$ cat config.mk
export PLATFORM = sky130hd
export DESIGN_NAME = mem_arbiter_flat
export DESIGN_NICKNAME = d
export VERILOG_FILES = /design/src/logic/rv_pkg.sv /design/src/logic/mem_bus_if.sv /design/src/logic/mem_arbiter.sv /design/src/flat_wrapper.sv
export SDC_FILE = /design/constraint.sdc
export NUM_CORES = 1
export LEC_CHECK = 0
export ABC_CLOCK_PERIOD_IN_PS = 2500
export BUFFER_PORTS_ARGS = -buffer_cell sky130_fd_sc_hd__buf_2
export CAP_MARGIN = 20
export CORE_AREA = 2 2 112 114
export DETAILED_ROUTE_END_ITERATION = 16
export DIE_AREA = 0 0 114 116
export MAX_ROUTING_LAYER = met4
export SLEW_MARGIN = 15
export SYNTH_ARGS = -nofsm -noshare
export SYNTH_HDL_FRONTEND = slang
export SYNTH_SLANG_ARGS = --single-unit
$ cat constraint.sdc
create_clock -name clk -period 2.5 [get_ports clk]
set_input_delay 0.5 -clock clk [delete_from_list [all_inputs] [get_ports clk]]
set_output_delay 0.5 -clock clk [all_outputs]
set_load 0.005 [all_outputs]
$ cat src/logic/rv_pkg.sv
package rv_pkg;

    localparam int mem_words = 1024;
    localparam int mem_addr_bits = $clog2(mem_words);
    localparam logic [31:0] reset_pc = 32'h0000_0000;

    typedef enum logic [2:0] {
        st_idle,
        st_fetch,
        st_fetch_wait,
        st_execute,
        st_mem,
        st_mem_wait,
        st_halt
    } core_state_e;

    typedef enum logic [6:0] {
        op_lui    = 7'b0110111,
        op_auipc  = 7'b0010111,
        op_jal    = 7'b1101111,
        op_jalr   = 7'b1100111,
        op_branch = 7'b1100011,
        op_load   = 7'b0000011,
        op_store  = 7'b0100011,
        op_imm    = 7'b0010011,
        op_reg    = 7'b0110011,
        op_system = 7'b1110011
    } opcode_e;

    typedef enum logic [3:0] {
        alu_add, alu_sub, alu_sll, alu_slt, alu_sltu, alu_xor,
        alu_srl, alu_sra, alu_or, alu_and, alu_eq, alu_ne
    } alu_op_e;

    typedef enum logic [1:0] {wb_alu, wb_mem, wb_pc_plus4, wb_imm} wb_sel_e;

    typedef enum logic [1:0] {size_byte, size_half, size_word} mem_size_e;

    typedef struct packed {
        alu_op_e   alu_op;
        logic      src1_is_pc;
        logic      src2_is_imm;
        logic      reg_wen;
        wb_sel_e   wb_sel;
        logic      is_load;
        logic      is_store;
        mem_size_e mem_size;
        logic      load_unsigned;
        logic      is_branch;
        logic      branch_on_zero;
        logic      is_jal;
        logic      is_jalr;
        logic      is_ebreak;
    } dec_ctrl_t;

endpackage

$ cat src/logic/mem_bus_if.sv
interface mem_bus_if;

    logic        req;
    logic        we;
    logic [31:0] addr;
    logic [31:0] wdata;
    logic [3:0]  wmask;
    logic        gnt;
    logic        rvalid;
    logic [31:0] rdata;

    // request side holds req and payload until gnt
    modport requester (
        output req, we, addr, wdata, wmask,
        input  gnt, rvalid, rdata
    );

    modport arbiter (
        input  req, we, addr, wdata, wmask,
        output gnt, rvalid, rdata
    );

endinterface

$ cat src/logic/mem_arbiter.sv
module mem_arbiter
    import rv_pkg::*;
(
    input  logic                     clk,
    input  logic                     reset,
    mem_bus_if.arbiter               host,
    mem_bus_if.arbiter               core,
    input  logic [31:0]              ram_rdata,
    output logic                     ram_en,
    output logic                     ram_we,
    output logic [mem_addr_bits-1:0] ram_addr,
    output logic [31:0]              ram_wdata,
    output logic [3:0]               ram_wmask
);

    logic host_read_pend;
    logic core_read_pend;

    // host has fixed priority
    assign host.gnt = host.req;
    assign core.gnt = core.req && !host.req;

    assign ram_en    = host.req || core.req;
    assign ram_we    = host.req ? host.we : core.we;
    assign ram_addr  = host.req ? host.addr[mem_addr_bits+1:2] : core.addr[mem_addr_bits+1:2];
    assign ram_wdata = host.req ? host.wdata : core.wdata;
    assign ram_wmask = host.req ? host.wmask : core.wmask;

    // owner of the read that returns next cycle
    always_ff @(posedge clk) begin
        if (reset) begin
            host_read_pend <= 1'b0;
            core_read_pend <= 1'b0;
        end else begin
            host_read_pend <= host.gnt && !host.we;
            core_read_pend <= core.gnt && !core.we;
        end
    end

    assign host.rvalid = host_read_pend;
    assign core.rvalid = core_read_pend;
    assign host.rdata  = ram_rdata;
    assign core.rdata  = ram_rdata;

endmodule

$ cat src/flat_wrapper.sv
// flat-port wrapper written by rule: the top's interface ports become plain ports
module mem_arbiter_flat import rv_pkg::*;
  (clk, reset, ram_rdata, ram_en, ram_we, ram_addr, ram_wdata, ram_wmask, host_req, host_we, host_addr, host_wdata, host_wmask, host_gnt, host_rvalid, host_rdata, core_req, core_we, core_addr, core_wdata, core_wmask, core_gnt, core_rvalid, core_rdata);
  mem_bus_if host_i ();
  mem_bus_if core_i ();
  input  logic clk;
  input  logic reset;
  input  logic [31:0] ram_rdata;
  output logic ram_en;
  output logic ram_we;
  output logic [mem_addr_bits-1:0] ram_addr;
  output logic [31:0] ram_wdata;
  output logic [3:0] ram_wmask;
  input wire logic [$bits(host_i.req)-1:0] host_req;
  input wire logic [$bits(host_i.we)-1:0] host_we;
  input wire logic [$bits(host_i.addr)-1:0] host_addr;
  input wire logic [$bits(host_i.wdata)-1:0] host_wdata;
  input wire logic [$bits(host_i.wmask)-1:0] host_wmask;
  output wire logic [$bits(host_i.gnt)-1:0] host_gnt;
  output wire logic [$bits(host_i.rvalid)-1:0] host_rvalid;
  output wire logic [$bits(host_i.rdata)-1:0] host_rdata;
  input wire logic [$bits(core_i.req)-1:0] core_req;
  input wire logic [$bits(core_i.we)-1:0] core_we;
  input wire logic [$bits(core_i.addr)-1:0] core_addr;
  input wire logic [$bits(core_i.wdata)-1:0] core_wdata;
  input wire logic [$bits(core_i.wmask)-1:0] core_wmask;
  output wire logic [$bits(core_i.gnt)-1:0] core_gnt;
  output wire logic [$bits(core_i.rvalid)-1:0] core_rvalid;
  output wire logic [$bits(core_i.rdata)-1:0] core_rdata;
  assign host_i.req = host_req;
  assign host_i.we = host_we;
  assign host_i.addr = host_addr;
  assign host_i.wdata = host_wdata;
  assign host_i.wmask = host_wmask;
  assign host_gnt = host_i.gnt;
  assign host_rvalid = host_i.rvalid;
  assign host_rdata = host_i.rdata;
  assign core_i.req = core_req;
  assign core_i.we = core_we;
  assign core_i.addr = core_addr;
  assign core_i.wdata = core_wdata;
  assign core_i.wmask = core_wmask;
  assign core_gnt = core_i.gnt;
  assign core_rvalid = core_i.rvalid;
  assign core_rdata = core_i.rdata;
  mem_arbiter u_core (.clk(clk), .reset(reset), .host(host_i), .core(core_i), .ram_rdata(ram_rdata), .ram_en(ram_en), .ram_we(ram_we), .ram_addr(ram_addr), .ram_wdata(ram_wdata), .ram_wmask(ram_wmask));
endmodule
== Yosys cells after proc, flatten, opt, wreduce, memory -nomap -nowiden ==
Index checks and enable logic that the tools add are counted.

* Shifts and indexed selects: 0
* Reduce and logical (&&, ||, !) cells: 7
* Divide/modulo/power cells: 0
* Multiplexer cells: 4
* Eq/ne operators: 0
* Multipliers: 0
* Add/sub/neg operators: 0
* Magnitude comparators: 0
* Bitwise operators: 0

{| class="wikitable"
|+ Operators by type and width
! cell !! count
|-
| 32-bit two-way mux || 1
|-
| 10-bit two-way mux || 1
|-
| 4-bit two-way mux || 1
|-
| 1-bit logical AND || 3
|-
| 1-bit logical NOT || 3
|-
| 1-bit logical OR || 1
|-
| 1-bit two-way mux || 1
|}

* Memory bits (writable): 0
* Latch bits: 0
* Bits in read-only memories: 0
* Input port bits: 174
* Word-level logic and storage cells: 13
* Memories kept: 0
* Register bits after elaboration: 2
* Output and inout bits: 116

== Longest topological paths before layout ==
* Depth in word-level cells: 3
* Depth in mapped cells: 3
* Mapped depth without buffers: 1

== Least setup slack after synthesis ==
OpenSTA, ideal clock, no wires.

* Path type: input port to output port
* From: in host_req
* To: out ram_addr[0]
* Stages: 3
* Data required time: 2.000 ns
* Setup slack: 0.919 ns
* Path buffers: 2
* Arrival: 1.081 ns
* Path through: buf_6 > buf_12 > mux2_4

* Longest elaborated chain between the ends: 1

{| class="wikitable"
|+ RTL lines
! what !! line !! RTL
|-
| start: declaration || flat_wrapper.sv:14 || <nowiki>input wire logic [$bits(host_i.req)-1:0] host_req;</nowiki>
|-
| 10-bit two-way mux || mem_arbiter.sv:25 || <nowiki>assign ram_addr = host.req ? host.addr[mem_addr_bits+1:2] : core.addr[mem_addr_bits+1:2];</nowiki>
|-
| end: declaration || flat_wrapper.sv:11 || <nowiki>output logic [mem_addr_bits-1:0] ram_addr;</nowiki>
|}

No other way between the ends.

== Worst setup path in the final report ==
* From: in host_req
* To: out ram_wdata[27]

* Longest elaborated chain between the ends: 1

{| class="wikitable"
|+ RTL lines
! what !! line !! RTL
|-
| 32-bit two-way mux || mem_arbiter.sv:26 || <nowiki>assign ram_wdata = host.req ? host.wdata : core.wdata;</nowiki>
|-
| end: declaration || flat_wrapper.sv:12 || <nowiki>output logic [31:0] ram_wdata;</nowiki>
|}

No other way between the ends.

==> results_dict.tcl <==
set metrics [dict create \
    yosysSeqAreaShare_pct 2.891 \
    synth_top_area_share_pct 49.86 \
    layoutNonFillerInstCount 354 \
    wl_um 3601 \
    antenna_found_initial 0 \
    postRouteAntennaNets 0 \
    fillers 1329 \
    synthArstFlopShare_pct 0 \
    worstSetupPathType "in -> out" \
    wire_per_inst_um 10.17 \
    synth_area_leader_cell "mux2_4" \
    cts_buffers 3 \
    post_cts_buffers 0 \
    synth_fp_nets 298 \
    dieWidth_um 114 \
    multi_input_area_sq_um 745.7 \
    yosys_register_bits 2 \
    core_sq_um 11910 \
    cts_hold_buffers 0 \
    syn_area_per_cell_sq_um 11.17 \
    ioPinCount 290 \
    p_leak_nw 1.052 \
    hold_violations 0 \
    row_count 40 \
    grt-ovfl-total 0 \
    nets 383 \
    worst_setup_path_start_kind "input port" \
    worstSetupEndpointType "output pin" \
    crit_buf_inv 3 \
    initial_core_util_pct 11.63 \
    seqCellArea_sq_um 40.04 \
    synthCells 124 \
    rsz0062_at_grt "false" \
    clockRootBuffer "clkbuf_16" \
    die_h_um 116 \
    cts_tree "done" \
    yosysMostFrequentCell "buf_4" \
    setup_viol_count_final 0 \
    cts_buffer_depth 2 \
    avgViaCountPerCell 3.133 \
    cp.arrival_ns 1.43 \
    path_clk_slew_ns 0.03 \
    antenna_cells 0 \
    cp_max_fo 22 \
    path_cells "buf_4 > buf_4 > mux2_4 > buf_2" \
    p_per_area_nw_per_um2 304.1 \
    dr.pass1.iters 2 \
    fmax_mhz 519.2 \
    status "complete, no violations" \
    tightest_slew_ns 0.3882 \
    port_buffers 149 \
    placed_area_sq_um 1745 \
    slew_headroom_pct 74.12 \
    min_period_over_period_pct 77.03 \
    ir_worst_vdd_v 0.0002672 \
    synthTopCellsByArea "mux2_4 (50%), buf_4 (35%), buf_12 (7.2%)" \
    cp.required_ns 2.00 \
    die-area_sq_um 13220 \
    min_path_type "in -> reg" \
    synth_top_flop_cell "dfxtp_1" \
    maxCapViolCount 0 \
    yosys_warnings 0 \
    netlist_area_sq_um 1385 \
    ctsHtreeMaxLevel 1 \
    crit_family "buffers and inverters" \
    drc 0 \
    design_area_sq_um 1821 \
    synthDistinctLibCells 10 \
    slowest_stage "buf_4" \
    synth_commonest_cells "buf_4 (65), mux2_4 (46), buf_12 (5)" \
    clock-sinks 2 \
    tns_ns 0 \
    slew_viol_final 0 \
    drive_above_1_share_pct 98.07 \
    area_growth_syn_to_layout_pct 31.44 \
    slowest_delay_ns 0.35 \
    dpl.hpwl_um 3280 \
    grt_max_degree 31 \
    synth_edf_count 0 \
    grt_usage_pct 4.810 \
    cts-resized-gates 0 \
    gp_congestion 0.7721 \
    grt_first_pass_wirelength_um 4968 \
    place_inst 351 \
    grt_pass1_vias 1121 \
    min_period_ns 1.926 \
    vias 1109 \
    drtIter0Drc 5 \
    cpMostUsedCell "buf_4" \
]
[stage by stage]
step | power [W] | util (%) | hold WS [ns] | worst slack, ns
2_1_floorplan | 0.0002704 | - | 0.5718 | 0.9185
6_report | 0.0005535 | 15.28 | 0.4629 | 0.5741
5_1_grt | 0.0005898 | 15.28 | 0.4736 | 0.5256
3_3_place_gp | 0.0003141 | 14.65 | 0.6760 | 0.5691
3_5_place_dp | 0.0003197 | 14.65 | 0.6840 | 0.5535
4_1_cts | 0.0005638 | 15.28 | 0.4605 | 0.5516
[flip-flops by register name, indices dropped and copies added, names as in the netlist]
| name | count |
|---|---|
| u_core.host.rvalid | 1 |
| u_core.core.rvalid | 1 |
[kinds of logic after synthesis]
| family | count (synthesis) | share of synthesized area, % |
|---|---|---|
| and+or+nand+nor | 4 | 3.162 |
| muxes | 47 | 50.68 |
| buffers and inverters | 71 | 43.27 |
| DFF | 2 | 2.891 |
[where the power goes]
part	total (W)	switching (W)	leakage, nW	internal, W
Clock	0.000239	0.0000357	0.0370	0.000203
Sequential	0.0000334	0.000000199	0.0164	0.0000332
Combinational	0.000281	0.0000934	0.999	0.000188
[layout make-up]
type | count | share of cell area [%]
repair buffers | 151 | 42.61
clock buffers | 3 | 4.124
well taps | 147 | 10.10
multi-input cells | 51 | 40.96
flip-flops and latches | 2 | 2.199
[layout by cell type (no fill, tap or decap), drive strengths merged]
cell type	netlist	layout
mux2	47	47
nor4b	1	1
dfxtp	2	2
nor2b	1	1
buf	71	151
or2	1	1
clkbuf	0	3
nor3b	1	1
[per-layer routing]
metal | global-route usage, % | routed length (um) | part of all wire, %
met1 | 4.477 | 1152 | 32
met2 | 9.444 | 1866 | 52
met4 | 2.439 | 84 | 2.3
met5 | - | 0 | 0
met3 | 0.7845 | 498 | 14
[worst paths after layout]
kind | depth (start not counted) | slack (ns) | start | endpoint
hold / removal | 2 | 0.46 | host_we | u_core.host.rvalid
setup / recovery | 4 | 0.57 | host_req | ram_wdata[27]
No activity file was read; power rests on OpenSTA's default activity.
